$ cat src/ds18b20Pkg.sv
package ds18b20Pkg;

    // counter widths and payload types
    localparam int US_WIDTH = 20;

    typedef logic [US_WIDTH-1:0] usCount_t;
    typedef logic [3:0]          bitIndex_t;
    typedef logic [15:0]         rawTemp_t;
    typedef logic [15:0]         cmdWord_t;

    // bus phases in loop order
    typedef enum logic [2:0] {
        RESET_CONVERT,
        WRITE_CONVERT,
        CONVERSION_WAIT,
        RESET_READ,
        WRITE_READ,
        READ_DATA
    } phase_e;

    // position within the current phase, shared by sequencer and engine
    typedef struct packed {
        usCount_t  usCount;
        bitIndex_t bitIndex;
        logic      phaseDone;
    } slotTiming_t;

    // reset pulse timing, one count per microsecond
    localparam usCount_t RESET_LOW_LAST_US   = 20'd499;
    localparam usCount_t PRESENCE_SAMPLE_US  = 20'd570;
    localparam usCount_t RESET_PHASE_LAST_US = 20'd1000;

    // read and write slot timing
    localparam usCount_t SLOT_LEAD_LAST_US = 20'd1;
    localparam usCount_t READ_SAMPLE_US    = 20'd10;
    localparam usCount_t SLOT_LAST_US      = 20'd62;
    localparam bitIndex_t WORD_LAST_BIT    = 4'd15;

    // skip rom in the low byte, function command in the high byte
    localparam cmdWord_t CMD_CONVERT = 16'h44CC;
    localparam cmdWord_t CMD_READ    = 16'hBECC;

    // 1/16 degree steps to hundredths
    localparam logic [9:0] SCALE_NUM = 10'd625;
    localparam logic [6:0] SCALE_DEN = 7'd100;

    // 12-bit conversion worst case
    localparam int DEFAULT_CONV_WAIT_US = 780000;

endpackage
$ cat src/ds18b20Driver.sv
`timescale 1ns/100ps

module ds18b20Driver #(
    parameter int convWaitUs = ds18b20Pkg::DEFAULT_CONV_WAIT_US
) (
    input  logic        clk1M,
    input  logic        rst,
    input  logic        busIn,
    output logic        busDrive,
    output logic [15:0] tempOut,
    output logic        tempNegative,
    output logic        sampleValid
);

    ds18b20Pkg::phase_e      phase;
    ds18b20Pkg::slotTiming_t timing;
    ds18b20Pkg::rawTemp_t    rawTemp;
    logic                    presenceSeen;
    logic                    rawValid;

    // counts within phase and slot
    slotTimer #(
        .convWaitUs(convWaitUs)
    ) timerInst (
        .clk1M (clk1M),
        .rst   (rst),
        .phase (phase),
        .timing(timing)
    );

    // reset, write, wait, reset, write, read loop
    oneWireSequencer seqInst (
        .clk1M       (clk1M),
        .rst         (rst),
        .timing      (timing),
        .presenceSeen(presenceSeen),
        .phase       (phase)
    );

    // open-drain pulls, presence and read shifting
    busBitEngine engineInst (
        .clk1M       (clk1M),
        .rst         (rst),
        .phase       (phase),
        .timing      (timing),
        .busIn       (busIn),
        .busDrive    (busDrive),
        .presenceSeen(presenceSeen),
        .rawTemp     (rawTemp),
        .rawValid    (rawValid)
    );

    // raw word to hundredths and sign
    tempScaler scalerInst (
        .clk1M       (clk1M),
        .rst         (rst),
        .rawTemp     (rawTemp),
        .rawValid    (rawValid),
        .tempOut     (tempOut),
        .tempNegative(tempNegative),
        .sampleValid (sampleValid)
    );

endmodule

$ cat src/tempScaler.sv
`timescale 1ns/100ps

module tempScaler (
    input  logic                 clk1M,
    input  logic                 rst,
    input  ds18b20Pkg::rawTemp_t rawTemp,
    input  logic                 rawValid,
    output logic [15:0]          tempOut,
    output logic                 tempNegative,
    output logic                 sampleValid
);

    logic        signBit;
    logic [10:0] magnitude;
    logic [20:0] product;
    logic [15:0] hundredths;

    // sign bits fill 15:11, magnitude sits in 10:0
    assign signBit   = rawTemp[15];
    assign magnitude = signBit ? (~rawTemp[10:0] + 11'd1) : rawTemp[10:0];

    // sixteenths times 6.25
    assign product    = magnitude * ds18b20Pkg::SCALE_NUM;
    assign hundredths = 16'(product / 21'(ds18b20Pkg::SCALE_DEN));

    always_ff @(posedge clk1M) begin
        if (!rst) begin
            tempOut      <= '0;
            tempNegative <= 1'b0;
            sampleValid  <= 1'b0;
        end else begin
            // one-cycle strobe, no back-pressure
            sampleValid <= rawValid;
            if (rawValid) begin
                tempOut      <= hundredths;
                tempNegative <= signBit;
            end
        end
    end

endmodule

$ cat src/busBitEngine.sv
`timescale 1ns/100ps

module busBitEngine (
    input  logic                    clk1M,
    input  logic                    rst,
    input  ds18b20Pkg::phase_e      phase,
    input  ds18b20Pkg::slotTiming_t timing,
    input  logic                    busIn,
    output logic                    busDrive,
    output logic                    presenceSeen,
    output ds18b20Pkg::rawTemp_t    rawTemp,
    output logic                    rawValid
);

    ds18b20Pkg::cmdWord_t cmdWord;
    ds18b20Pkg::usCount_t nextCount;
    ds18b20Pkg::rawTemp_t shiftReg;
    logic                 resetPhase;
    logic                 writePhase;
    logic                 slotEnd;
    logic                 cmdBit;
    logic                 driveNext;

    assign resetPhase = (phase == ds18b20Pkg::RESET_CONVERT) ||
                        (phase == ds18b20Pkg::RESET_READ);
    assign writePhase = (phase == ds18b20Pkg::WRITE_CONVERT) ||
                        (phase == ds18b20Pkg::WRITE_READ);
    assign slotEnd    = (writePhase || (phase == ds18b20Pkg::READ_DATA)) &&
                        (timing.usCount == ds18b20Pkg::SLOT_LAST_US);

    // command for this write phase, lsb first
    assign cmdWord = (phase == ds18b20Pkg::WRITE_READ) ? ds18b20Pkg::CMD_READ
                                                        : ds18b20Pkg::CMD_CONVERT;
    assign cmdBit  = cmdWord[timing.bitIndex];

    // drive level one cycle ahead, so the pin comes straight from a flop
    always_comb begin
        nextCount = timing.usCount + 1'b1;
        driveNext = 1'b0;
        if (timing.phaseDone) begin
            // every phase opens low except the conversion wait
            driveNext = (phase != ds18b20Pkg::WRITE_CONVERT);
        end else if (slotEnd) begin
            // lead-in of the following slot
            driveNext = 1'b1;
        end else if (resetPhase) begin
            driveNext = (nextCount <= ds18b20Pkg::RESET_LOW_LAST_US);
        end else if (writePhase) begin
            // a 0 bit holds low through count 61
            driveNext = (nextCount <= ds18b20Pkg::SLOT_LEAD_LAST_US) ||
                        (!cmdBit && (nextCount < ds18b20Pkg::SLOT_LAST_US));
        end else if (phase == ds18b20Pkg::READ_DATA) begin
            driveNext = (nextCount <= ds18b20Pkg::SLOT_LEAD_LAST_US);
        end
    end

    always_ff @(posedge clk1M) begin
        if (!rst) begin
            busDrive     <= 1'b0;
            presenceSeen <= 1'b0;
            rawValid     <= 1'b0;
        end else begin
            busDrive <= driveNext;
            // presence flag per reset phase
            if (resetPhase && (timing.usCount == '0)) begin
                presenceSeen <= 1'b0;
            end else if (resetPhase && (timing.usCount == ds18b20Pkg::PRESENCE_SAMPLE_US) &&
                         !busIn) begin
                presenceSeen <= 1'b1;
            end
            // strobe after the last read slot
            rawValid <= (phase == ds18b20Pkg::READ_DATA) && timing.phaseDone;
        end
    end

    // read bits enter at the top, first bit ends at bit 0
    always_ff @(posedge clk1M) begin
        if ((phase == ds18b20Pkg::READ_DATA) &&
            (timing.usCount == ds18b20Pkg::READ_SAMPLE_US)) begin
            shiftReg <= {busIn, shiftReg[15:1]};
        end
        if ((phase == ds18b20Pkg::READ_DATA) && timing.phaseDone) begin
            rawTemp <= shiftReg;
        end
    end

    // bus released while converting and when the sensor's read bit is sampled
    releasedWhenListening: assert property (@(posedge clk1M) disable iff (!rst)
        ((phase == ds18b20Pkg::CONVERSION_WAIT) ||
         ((phase == ds18b20Pkg::READ_DATA) &&
          (timing.usCount == ds18b20Pkg::READ_SAMPLE_US))) |-> !busDrive);

endmodule

$ cat src/oneWireSequencer.sv
`timescale 1ns/100ps

module oneWireSequencer (
    input  logic                    clk1M,
    input  logic                    rst,
    input  ds18b20Pkg::slotTiming_t timing,
    input  logic                    presenceSeen,
    output ds18b20Pkg::phase_e      phase
);

    ds18b20Pkg::phase_e nextPhase;

    // next phase, evaluated only when the timer ends the current one
    always_comb begin
        nextPhase = phase;
        if (timing.phaseDone) begin
            case (phase)
                ds18b20Pkg::RESET_CONVERT: begin
                    // no sensor answered, pulse again
                    if (presenceSeen) begin
                        nextPhase = ds18b20Pkg::WRITE_CONVERT;
                    end else begin
                        nextPhase = ds18b20Pkg::RESET_CONVERT;
                    end
                end
                ds18b20Pkg::WRITE_CONVERT: begin
                    nextPhase = ds18b20Pkg::CONVERSION_WAIT;
                end
                ds18b20Pkg::CONVERSION_WAIT: begin
                    nextPhase = ds18b20Pkg::RESET_READ;
                end
                ds18b20Pkg::RESET_READ: begin
                    // same retry rule as the first reset
                    if (presenceSeen) begin
                        nextPhase = ds18b20Pkg::WRITE_READ;
                    end else begin
                        nextPhase = ds18b20Pkg::RESET_READ;
                    end
                end
                ds18b20Pkg::WRITE_READ: begin
                    nextPhase = ds18b20Pkg::READ_DATA;
                end
                ds18b20Pkg::READ_DATA: begin
                    // word read, start the next measurement
                    nextPhase = ds18b20Pkg::RESET_CONVERT;
                end
                default: begin
                    nextPhase = ds18b20Pkg::RESET_CONVERT;
                end
            endcase
        end
    end

    // phase register
    always_ff @(posedge clk1M) begin
        if (!rst) begin
            phase <= ds18b20Pkg::RESET_CONVERT;
        end else begin
            phase <= nextPhase;
        end
    end

    // only the six defined phases ever appear
    phaseLegal: assert property (@(posedge clk1M) disable iff (!rst)
        phase inside {ds18b20Pkg::RESET_CONVERT, ds18b20Pkg::WRITE_CONVERT,
                      ds18b20Pkg::CONVERSION_WAIT, ds18b20Pkg::RESET_READ,
                      ds18b20Pkg::WRITE_READ, ds18b20Pkg::READ_DATA});

endmodule

$ cat src/slotTimer.sv
`timescale 1ns/100ps

module slotTimer #(
    parameter int convWaitUs = ds18b20Pkg::DEFAULT_CONV_WAIT_US
) (
    input  logic                    clk1M,
    input  logic                    rst,
    input  ds18b20Pkg::phase_e      phase,
    output ds18b20Pkg::slotTiming_t timing
);

    ds18b20Pkg::usCount_t  usCount;
    ds18b20Pkg::bitIndex_t bitIndex;
    logic                  resetPhase;
    logic                  slotPhase;
    logic                  waitPhase;
    logic                  slotEnd;
    logic                  phaseDone;

    // phase classes
    assign resetPhase = (phase == ds18b20Pkg::RESET_CONVERT) ||
                        (phase == ds18b20Pkg::RESET_READ);
    assign slotPhase  = (phase == ds18b20Pkg::WRITE_CONVERT) ||
                        (phase == ds18b20Pkg::WRITE_READ) ||
                        (phase == ds18b20Pkg::READ_DATA);
    assign waitPhase  = (phase == ds18b20Pkg::CONVERSION_WAIT);

    // last cycle of a 63 us slot
    assign slotEnd = slotPhase && (usCount == ds18b20Pkg::SLOT_LAST_US);

    // end of phase, the sequencer steps on the next edge
    assign phaseDone = (resetPhase && (usCount == ds18b20Pkg::RESET_PHASE_LAST_US)) ||
                       (slotEnd && (bitIndex == ds18b20Pkg::WORD_LAST_BIT)) ||
                       (waitPhase && (usCount == ds18b20Pkg::usCount_t'(convWaitUs)));

    always_ff @(posedge clk1M) begin
        if (!rst) begin
            usCount  <= '0;
            bitIndex <= '0;
        end else begin
            // restart at every slot and every phase boundary
            if (phaseDone || slotEnd) begin
                usCount <= '0;
            end else begin
                usCount <= usCount + 1'b1;
            end
            // wraps from 15 back to 0 at the end of the word
            if (slotEnd) begin
                bitIndex <= bitIndex + 1'b1;
            end
        end
    end

    assign timing = '{usCount: usCount, bitIndex: bitIndex, phaseDone: phaseDone};

    // bit counter only moves inside slot phases
    bitIdleOutsideSlots: assert property (@(posedge clk1M) disable iff (!rst)
        !slotPhase |-> (bitIndex == '0));

endmodule

$ cat config.mk
export PLATFORM = sky130hd
export DESIGN_NAME = ds18b20Driver
export DESIGN_NICKNAME = d
export VERILOG_FILES = /design/src/ds18b20Pkg.sv /design/src/ds18b20Driver.sv /design/src/tempScaler.sv /design/src/busBitEngine.sv /design/src/oneWireSequencer.sv /design/src/slotTimer.sv
export SDC_FILE = /design/constraint.sdc
export NUM_CORES = 1
export LEC_CHECK = 0
export BUFFER_PORTS_ARGS = -buffer_cell sky130_fd_sc_hd__buf_4
export CAP_MARGIN = 30
export CORE_UTILIZATION = 70
export CTS_BUF_LIST = sky130_fd_sc_hd__clkbuf_4
export DETAILED_ROUTE_END_ITERATION = 6
export PLACE_DENSITY = 0.93
export SLEW_MARGIN = 0
export SYNTH_ARGS = -nofsm -noshare
export SYNTH_HDL_FRONTEND = slang
export SYNTH_SLANG_ARGS = --single-unit
export TNS_END_PERCENT = 20
$ cat constraint.sdc
create_clock -name clk1M -period 35.1 [get_ports clk1M]
set_input_delay 3.51 -clock clk1M [delete_from_list [all_inputs] [get_ports clk1M]]
set_output_delay 3.51 -clock clk1M [all_outputs]
set_load 0.02 [all_outputs]
### Word level (Yosys, flattened, before mapping)

Cells that the tools add are included.

| operators by class | value |
|---|---|
| divide/modulo/power cells | 1 |
| reduce and logical (&&, ||, !) cells | 23 |
| $mul | 1 |
| order comparisons | 4 |
| bitwise logic cells | 2 |
| add/sub/neg operators | 3 |
| equality and inequality tests | 12 |
| mux-type cells | 12 |

Operators by type and width:

| operator | count |
|---|---|
| 20-bit by 10-bit equality test with 1-bit output (second input constant) | 2 |
| 21-bit by 7-bit divider with 21-bit output (second input constant) | 1 |
| 11-bit by 10-bit multiplier with 21-bit output (second input constant) | 1 |
| 20-bit by 1-bit adder with 20-bit output (second input constant) | 1 |
| 20-bit equality test (second input constant) | 1 |
| 20-bit by 4-bit equality test with 1-bit output (second input constant) | 1 |
| 20-bit by 6-bit equality test with 1-bit output (second input constant) | 1 |
| 20-bit by 1-bit less-or-equal comparator with 1-bit output (second input constant) | 1 |
| 20-bit by 9-bit less-or-equal comparator with 1-bit output (second input constant) | 1 |
| 20-bit logical NOT | 1 |
| 20-bit by 6-bit less-than comparator with 1-bit output (second input constant) | 1 |
| 16-bit two-way mux | 1 |
| 3-bit one-hot mux with 5 select lines | 1 |
| 11-bit by 1-bit adder with 11-bit output (second input constant) | 1 |
| 11-bit two-way mux | 1 |
| 11-bit NOT | 1 |
| 1-bit logical AND | 10 |
| 1-bit logical OR | 7 |
| 1-bit two-way mux | 7 |
| 3-bit by 2-bit equality test with 1-bit output (second input constant) | 2 |
| 3-bit equality test (second input constant) | 2 |
| 4-bit by 5-bit less-than comparator with 1-bit output (second input constant) | 1 |
| 4-bit by 1-bit adder with 4-bit output (second input constant) | 1 |
| 1-bit binary-select mux with 4-bit select | 1 |
| other kinds (8) | 10 |

| storage, ports and cells | value |
|---|---|
| register bits after elaboration | 80 |
| input port bits | 3 |

### Longest topological paths before layout

Gate-level depths: netlist (run 1).

| depth | value |
|---|---|
| word-level depth | 11 |
| gate-level depth with buffers | 57 |

### Cells and area by module

A second synthesis (run 1) with hierarchy kept.

| second synthesis, totals | value |
|---|---|
| cell total of the unflattened synthesis | 1147 |
| area total of the unflattened synthesis | 9650.5 sq um |

By module, submodules not included:

| module | sequential area each (sq um) | instances | area an instance (sq um) | cells each |
|---|---|---|---|---|
| tempScaler | 340.3 | 1 | 6465.0 | 844 |
| busBitEngine | 1021.0 | 1 | 1775.5 | 147 |
| slotTimer | 480.5 | 1 | 1263.7 | 139 |
| oneWireSequencer | 60.1 | 1 | 146.4 | 17 |

### Least setup slack after synthesis (run 1)

OpenSTA, ideal clock, no wires.

| timing path | value |
|---|---|
| kind | reg2reg |
| from | register engineInst.rawTemp[3] |
| to | register scalerInst.tempOut[0] |
| library setup time | 127 ps |
| setup slack | 22052 ps |
| arrival | 12921 ps |
| cell stages (with the launch flop) | 49 |
| period minus slack after synthesis | 13048 ps |
| buffers on the path | 2 |
| path through | edfxtp_1 or4_1 or2_2 o31ai_1 xor2_1 inv_1 fa_1 ha_1 fa_1 ha_1 ha_1 ha_1 buf_2 a21o_1 a2111oi_0 nor3_1 o21ai_2 and2_1 [... 13 more ...] o31ai_2 a2111oi_2 a21oi_2 xor2_2 a31oi_4 or3_1 a21bo_2 a2bb2oi_2 a21oi_1 o221a_1 nor4_4 o21ai_4 maj3_2 o211a_4 maj3_1 and4_1 nor3_1 o22ai_1 |

| between the ends | value |
|---|---|
| word-level cells in the longest chain between the ends | 5 |

RTL lines:

| what | line | source |
|---|---|---|
| start, declared | busBitEngine.sv:11 | `output ds18b20Pkg::rawTemp_t rawTemp,` |
| start signal, assigned | busBitEngine.sv:83 | `rawTemp <= shiftReg;` |
| 11-bit NOT | tempScaler.sv:20 | `assign magnitude = signBit ? (~rawTemp[10:0] + 11'd1) : rawTemp[10:0];` |
| 11-bit by 1-bit adder with 11-bit output | tempScaler.sv:20 |  |
| 11-bit two-way mux * | tempScaler.sv:20 |  |
| 11-bit by 10-bit multiplier with 21-bit output * | tempScaler.sv:23 | `assign product = magnitude * ds18b20Pkg::SCALE_NUM;` |
| 21-bit by 7-bit divider with 21-bit output * | tempScaler.sv:24 | `assign hundredths = 16'(product / 21'(ds18b20Pkg::SCALE_DEN));` |
| end signal, assigned | tempScaler.sv:35 | `tempOut <= hundredths;` |
| end, declared | tempScaler.sv:8 | `output logic [15:0] tempOut,` |

Every way passes the cells marked *; elsewhere a longest branch is shown, timed or not.
A chain may end at the register's enable or synchronous reset.

### Final worst setup path (run 1)

| timing path | value |
|---|---|
| from | register engineInst.rawTemp[0] |
| to | register scalerInst.tempOut[0] |

The elaborated chain is that of the path after synthesis.

==> summary.md, run 1 <==
| Metric | Value |
|---|---|
| Buffers on Ports | `20` |
| Cell types with the largest area share after synthesis | `dfxtp_1, edfxtp_1, ha_1, fa_1, nor2_1` |
| Final design area excluding fillers | `approximately 8500 um2` |
| Initial antenna violation count | `1` |
| Max Fanout on Critical Path | `12` |
| Final number of hold-violating endpoints | `0` |
| Startpoint of the worst setup timing path | `engineInst.rawTemp[0]` |
| Worst Slack Setup Final | `around 20,000 ps` |
| Syn nets | `approximately 1,100` |
| Worst min-delay path startpoint | `engineInst.shiftReg[13]` |
| Peak supply drop | `0.0251 mV` |
| Result of the run | `complete, no violations` |
| Mean area per synthesized cell | `8.46 um2` |
| Pre-CTS setup slack | `20,410 ps` |
| I/O pin cnt | `22` |
| Cells after Synth | `approximately 970` |
| Final routed DRC violation total | `0` |
| First-pass GRT wire length | `approximately 32,000 um` |
| Crit Reg-Reg Startpoint | `engineInst.rawTemp[0]` |
| Number of buffers inserted by hold repair at cts | `0` |
| Clock tree from TritonCTS | `yes` |
| Synth Register Bits | `75` |
| Via count of the routed design | `7,501` |
| Post-synthesis cell type with the largest combined area | `dfxtp_1` |
| Number of nets with antenna violations after routing | `0` |
| Average routed wire per standard cell | `between 15 and 20 um` |
| Power per unit of standard cell area | `roughly 18 nW/um2` |
| Chip width | `approximately 110 um` |
| Final HPWL from detailed placement | `14,900 um` |
| Worst-Margin Slew | `between 1000 and 1500 ps` |
| Clock transition at the registers of the reported paths | `150 ps` |
| Dpl cell area | `around 8300 um2` |
| Most instantiated cells after synthesis | `nor2_1, ha_1, inv_1` |
| Overall routed net length | `roughly 20,000 um` |
| Fin nets | `around 1,000` |
| Area growth from synthesis to layout | `3.80%` |
| Routability-driven placement congestion ratio | `about 0.95` |
| RSZ-0062 raised after global routing | `false` |
| Height of the die | `roughly 110 um` |
| CP startpoint kind | `register` |
| Clk sink count | `75` |
| Total die area | `roughly 12,000 um2` |
| Synth Warn # | `0` |
| Maximum clock rate | `between 0.06 and 0.07 GHz` |
| Cell with the largest stage delay on the worst path | `a221oi_1` |
| Capturing element type of the critical path | `register` |
| Detailed-route vias per instance | `between 6 and 7` |
| Via count of the first global-routing pass | `6,810` |
| Crit-path max cell delay | `640 ps` |
| Cells on Worst Hold Path | `0` |
| Worst Path Arrival | `roughly 15,000 ps` |
| Sum of internal, switching and leakage power | `149 uW` |
| Final core utilization | `about three quarters` |
| Number of buffers on the longest clock path | `2` |
| Num CTS Buffers | `9` |
| Overall routing resource usage | `between 30% and 40%` |
| Effective utilization at floorplan | `71.8%` |
| Cell area after synthesis | `a little over 8000 um2` |
| Ratio of cells with drive above 1 in the final layout | `a little over a tenth` |
| Number of synthesized flops with an enable pin | `28` |
| Library cell with the highest instance count after synthesis | `nor2_1` |
| Prevailing post-synth register cell | `dfxtp_1` |
| Uppermost signal routing layer after detailed routing | `met4` |
| Core ar. | `around 11,000 um2` |
| Final critical path time including I/O delays and setup | `around 15,000 ps` |
| Number of distinct standard cells referenced by the synthesized netlist | `~110` |
| Worst-case clock skew | `34.4 ps` |
| Hold Path Class | `register to register` |
| Reported max-cap violation count | `0` |
| Worst relative slew slack | `between 30% and 40%` |
| 1st-iter DRT viols | `just over 600` |
| Overall overflow remaining after global route | `0` |
| Leakage dissipation | `between 0.003 and 0.004 uW` |
| Level count of the clock H-tree | `3` |
| Number of cells on the worst reg-to-reg path | `48` |
| Routed length on met2 | `~9000 um` |
| Post-CTS setup buffer count | `0` |
| Max-slew violation count | `0` |
| CP Data Required Time | `between 30,000 and 40,000 ps` |
| Final setup violation count | `0` |
| Clk_lat worst skew | `480 ps` |
| Met3 wirelength from detailed routing | `approximately 1300 um` |
| Most common cell type on the critical path | `inv_1` |
| Final setup TNS | `0 ps` |
| Root buffer cell | `clkbuf_4` |
| Wire length the detailed router placed on met1 | `8680 um` |
| Worst Setup Path Type | `register to register` |
| Post-synth top area share | `11.5%` |
| Ratio of final minimum period to clock period | `a little over two fifths` |
| Share of synthesized flip-flops with an asynchronous set or reset | `0%` |
| Maximum number of pins on one net before global-route repair | `21` |
| Sequential-to-total area share from yosys stat | `21.8%` |
| First-pass iteration count of the detailed router | `7` |
| Rows | `39` |
| Quantity of gates resized following cts | `0` |
==> power breakdown <==
part	internal (uW)	total [uW]	switching, uW
Combinational	1.20	3.92	2.72
Clock	16.3	54.7	38.4
Sequential	89.9	90.4	0.476
==> worst max-delay path: cells and delay by family (launching register included) <==
| family | cells | cell delay, ps |
|---|---|---|
| AND/OR/NAND/NOR | 10 | 2560 |
| AO/OA/AOI/OAI | 22 | 6760 |
| XOR/XNOR | 3 | 1400 |
| flip-flops | 1 | 520 |
| buffers and inverters | 5 | 470 |
| multiplexers | 1 | 320 |
| adder cells (fa/ha/maj) | 7 | 2870 |
==> layout make-up <==
cell class / count / area, um2
Tap cell: 143 / 179
Sequential cell: 75 / 1780
Clock inverter: 7 / 70.1
Inverter: 64 / 240
Clock buffer: 9 / 67.6
Fill cell: 812 / 2900
Timing Repair Buffer: 23 / 184
Antenna cell: 1 / 2.50
Multi-Input combinational cell: 784 / 5950
==> cell families after synthesis <==
family                   share of synthesized area, %
other                                          0.0459
flip-flops                                       21.8
AND/OR/NAND/NOR                                  19.8
buffers and inverters                            5.36
XOR/XNOR                                         7.57
AO/OA/AOI/OAI                                    27.4
adder cells (fa/ha/maj)                          15.2
multiplexers                                     2.82
==> path summary, 6_finish.rpt <==
path                        endpoint  slack (ps)
min reg2reg  engineInst.shiftReg[12]         440
max reg2reg    scalerInst.tempOut[0]       20100
max            scalerInst.tempOut[0]       20100
min          engineInst.shiftReg[12]         440
==> metal layers <==
metal / track usage [%] / vias to the layer above
met5: 0 / -
met4: 14.3 / 0
met3: 4.59 / 63
met2: 52.9 / 318
met1: 45.6 / 3543
li1: - / 3577
==> per-stage QoR <==
stage / std cells / hold slack [ps]
final: 1106 / 436
after global routing: 1106 / 451
after CTS: 1105 / 437
after detailed placement: 1089 / 405
after global placement: 1087 / 402
after floorplan: 965 / 400
==> flip-flops by register name, summed over array words and instances (netlist names) <==
register	cells
scalerInst.tempOut	15
timerInst.usCount	20
scalerInst.sampleValid	1
engineInst.busDrive	1
timerInst.bitIndex	4
engineInst.presenceSeen	1
scalerInst.tempNegative	1
engineInst.rawValid	1
engineInst.rawTemp	12
engineInst.shiftReg	16
seqInst.phase	3
==> layout by cell type (no fill, tap or decap), types with 6 or more instances in the layout <==
| cell | count |
|---|---|
| o22ai_1 | 11 |
| nand2_1 | 62 |
| xor2_1 | 34 |
| o21ai_1 | 7 |
| a21oi_1 | 60 |
| ha_1 | 63 |
| a2111oi_0 | 6 |
| nor4_1 | 9 |
| and2_1 | 15 |
| o21a_1 | 10 |
| a31oi_1 | 10 |
| dfxtp_1 | 47 |
| inv_1 | 63 |
| buf_4 | 21 |
| nor2_1 | 84 |
| o211ai_1 | 10 |
| o21ai_0 | 49 |
| xnor2_1 | 27 |
| o31ai_1 | 7 |
| nand4_1 | 12 |
| a211oi_1 | 23 |
| mux2i_1 | 14 |
| or3_1 | 7 |
| a21o_1 | 12 |
| nand2b_1 | 14 |
| nor2b_1 | 7 |
| edfxtp_1 | 28 |
| and3_1 | 13 |
| clkbuf_4 | 9 |
| fa_1 | 20 |
| nand3_1 | 30 |
| nor3_1 | 25 |
No activity file was read; power rests on OpenSTA's default activity.
==> run 2, diff against run 1 <==
--- a/config.mk
+++ b/config.mk
@@ -7,10 +7,10 @@
 export LEC_CHECK = 0
 export BUFFER_PORTS_ARGS = -buffer_cell sky130_fd_sc_hd__buf_4
 export CAP_MARGIN = 30
-export CORE_UTILIZATION = 70
+export CORE_UTILIZATION = 66
 export CTS_BUF_LIST = sky130_fd_sc_hd__clkbuf_4
 export DETAILED_ROUTE_END_ITERATION = 6
-export PLACE_DENSITY = 0.93
+export PLACE_DENSITY = 0.89
 export SLEW_MARGIN = 0
 export SYNTH_ARGS = -nofsm -noshare
 export SYNTH_HDL_FRONTEND = slang
==> constraint.sdc (replaced) <==
create_clock -name clk1M -period 15.3 [get_ports clk1M]
set_input_delay 1.53 -clock clk1M [delete_from_list [all_inputs] [get_ports clk1M]]
set_output_delay 1.53 -clock clk1M [all_outputs]
set_load 0.02 [all_outputs]
==> summary.md, run 2 (synthesis results as in run 1) <==
| Metric | Value |
|---|---|
| Leading cell types in the layout, fill and taps excluded | `nor2_1, inv_1, ha_1` |
| Number of buffers on the longest clock path | `2` |
| Fin nets | `about 1,000` |
| Worst min-delay path startpoint | `engineInst.shiftReg[13]` |
| Hold Path Class | `register to register` |
| Total die area | `12,800 um2` |
| Area growth from synthesis to layout | `6.19%` |
| Leakage dissipation | `roughly 0.0035 uW` |
| Number of buffers inserted by hold repair at cts | `0` |
| Capturing element type of the critical path | `register` |
| Initial antenna violation count | `0` |
| Crit Reg-Reg Startpoint | `engineInst.rawTemp[0]` |
| Via count of the first global-routing pass | `around 6,600` |
| Final HPWL from detailed placement | `14,400 um` |
| Height of the die | `around 110 um` |
| CP Data Required Time | `between 15,000 and 20,000 ps` |
| Most flops, register | `timerInst.usCount` |
| Worst Setup Path Type | `register to register` |
| Overall routed net length | `roughly 19,000 um` |
| Clock tree from TritonCTS | `yes` |
| Cell with the largest stage delay on the worst path | `fa_1` |
| Core ar. | `approximately 12,000 um2` |
| Routability-driven placement congestion ratio | `around 1` |
| Setup slack on the worst flop-to-flop path | `roughly 880 ps` |
| Largest registers | `timerInst.usCount (20), engineInst.shiftReg (16), scalerInst.tempOut (15)` |
| Result of the run | `complete, no violations` |
| Detailed-route vias per instance | `6.71` |
| Number of nets with antenna violations after routing | `0` |
| Reg-to-reg endpoint | `scalerInst.tempOut[0]` |
| Hold Path Sink | `engineInst.shiftReg[12]` |
| Final setup violation count | `0` |
| Final number of hold-violating endpoints | `0` |
| Number of cells on the worst reg-to-reg path | `between 40 and 50` |
| First-pass GRT wire length | `about 32,000 um` |
| Worst-case clock skew | `33.5 ps` |
| Ratio of final minimum period to clock period | `94.2%` |
| Power per unit of standard cell area | `approximately 40 nW/um2` |
| Chip width | `around 110 um` |
| Max-slew violation count | `0` |
| Maximum clock rate | `between 0.06 and 0.07 GHz` |
| Maximum number of pins on one net before global-route repair | `29` |
| Num CTS Buffers | `9` |
| Buffers on Ports | `20` |
| Final routed DRC violation total | `0` |
| Overall routing resource usage | `30.6%` |
| Overall overflow remaining after global route | `0` |
| Ratio of cells with drive above 1 in the final layout | `a little over an eighth` |
| Clk sink count | `between 70 and 80` |
| First-pass iteration count of the detailed router | `5` |
| Startpoint of the worst setup timing path | `engineInst.rawTemp[0]` |
| Smallest hold slack | `around 430 ps` |
| Reported max-cap violation count | `0` |
| Most common cell after layout, fill and taps aside | `nor2_1` |
| Final critical path time including I/O delays and setup | `about 14,000 ps` |
| Worst Path Arrival | `around 15,000 ps` |
| Peak supply drop | `approximately 0.06 mV` |
| Most common cell type on the critical path | `inv_1` |
| Clock transition at the registers of the reported paths | `around 160 ps` |
| I/O pin cnt | `22` |
| Worst relative slew slack | `42.2%` |
| RSZ-0062 raised after global routing | `false` |
| Crit-path max cell delay | `~540 ps` |
| Diodes inserted | `0` |
| Max Fanout on Critical Path | `9` |
| Average routed wire per standard cell | `about 17 um` |
| Root buffer cell | `clkbuf_4` |
| Via count of the routed design | `between 7,000 and 8,000` |
| Clk_lat worst skew | `480 ps` |
| Final setup TNS | `0 ps` |
| Worst-Margin Slew | `~860 ps` |
| Effective utilization at floorplan | `between 60% and 70%` |
| 1st-iter DRT viols | `just over 700` |
| CP startpoint kind | `register` |
| Cells on Worst Hold Path | `0` |
| Max FFs per register | `20` |
| Rows | `40` |
| Level count of the clock H-tree | `3` |
[run 2: changes by cell type in the layout (fill, tap and decap cells not counted), moves of 2 or more]
cell,change
a211oi_1,-3
a211oi_2,+2
a21oi_1,-2
buf_4,+6
clkinv_2,+2
mux2i_1,-2
mux2i_2,+2
o311ai_1,-2
o311ai_2,+2
[run 2: worst max path at each step]
stage	to	slack, ps	depth (start not counted)
2_1_floorplan	scalerInst.tempOut[0]	2250	48
3_3_place_gp	scalerInst.tempOut[0]	1030	50
3_5_place_dp	scalerInst.tempOut[0]	500	49
4_1_cts	scalerInst.tempOut[0]	410	49
5_1_grt	scalerInst.tempOut[0]	1	51
6_report	scalerInst.tempOut[0]	880	49
[run 2: layer usage]
layer | share of wire [%] | up-vias | wire length, um | global-route usage [%]
li1 | - | 3594 | - | -
met1 | 45 | 3488 | 8710 | 43.4
met2 | 45 | 361 | 8710 | 46.7
met3 | 7.1 | 44 | 1370 | 5.52
met4 | 2.8 | 0 | 542 | 11.1
met5 | 0 | - | 0 | 0
[run 2: layout make-up]
cell class	instances	area (um2)
multi-input combinational	784	6100
inverter	64	240
fill	905	3340
timing repair buffer	29	228
tap	147	184
clock buffer	10	75.1
clock inverter	6	65.1
sequential	75	1780
[run 2: what timing repair did]
| action | CTS | global route |
|---|---|---|
| hold endpoints to repair | 0 | 0 |
| resized for setup | 0 | 29 |
| endpoints found under the setup margin | 0 | 2 |
| buffers inserted | 0 | 3 |
[run 2: per-stage QoR]
step | utilization [%] | total power [uW] | std cells | worst slack, ps | area [um2]
finish | 72.2 | 349 | 1115 | 885 | 8670
global route | 72.2 | 359 | 1115 | 1.06 | 8670
CTS | 70.7 | 350 | 1111 | 406 | 8490
detailed placement | 69.5 | 221 | 1095 | 496 | 8350
global placement | 69.4 | 220 | 1094 | 1030 | 8340
floorplan | - | 218 | 965 | 2250 | 8160
[run 2: critical path, delay by kind of cell (launching register included)]
family | cells | cell delay, ps
compound gates | 24 | 6730
buf+inv | 6 | 560
mux | 1 | 390
fa+ha+maj | 8 | 3160
simple gates | 6 | 1410
flops | 1 | 500
xor+xnor | 4 | 1520
[run 2: power by group]
group | internal, uW | leakage, uW | switching (uW)
clock network | 51.9 | 0.0000768 | 80.5
registers | 206 | 0.000631 | 1.04
logic | 2.75 | 0.00277 | 6.32
total | 261 | 0.00348 | 87.8
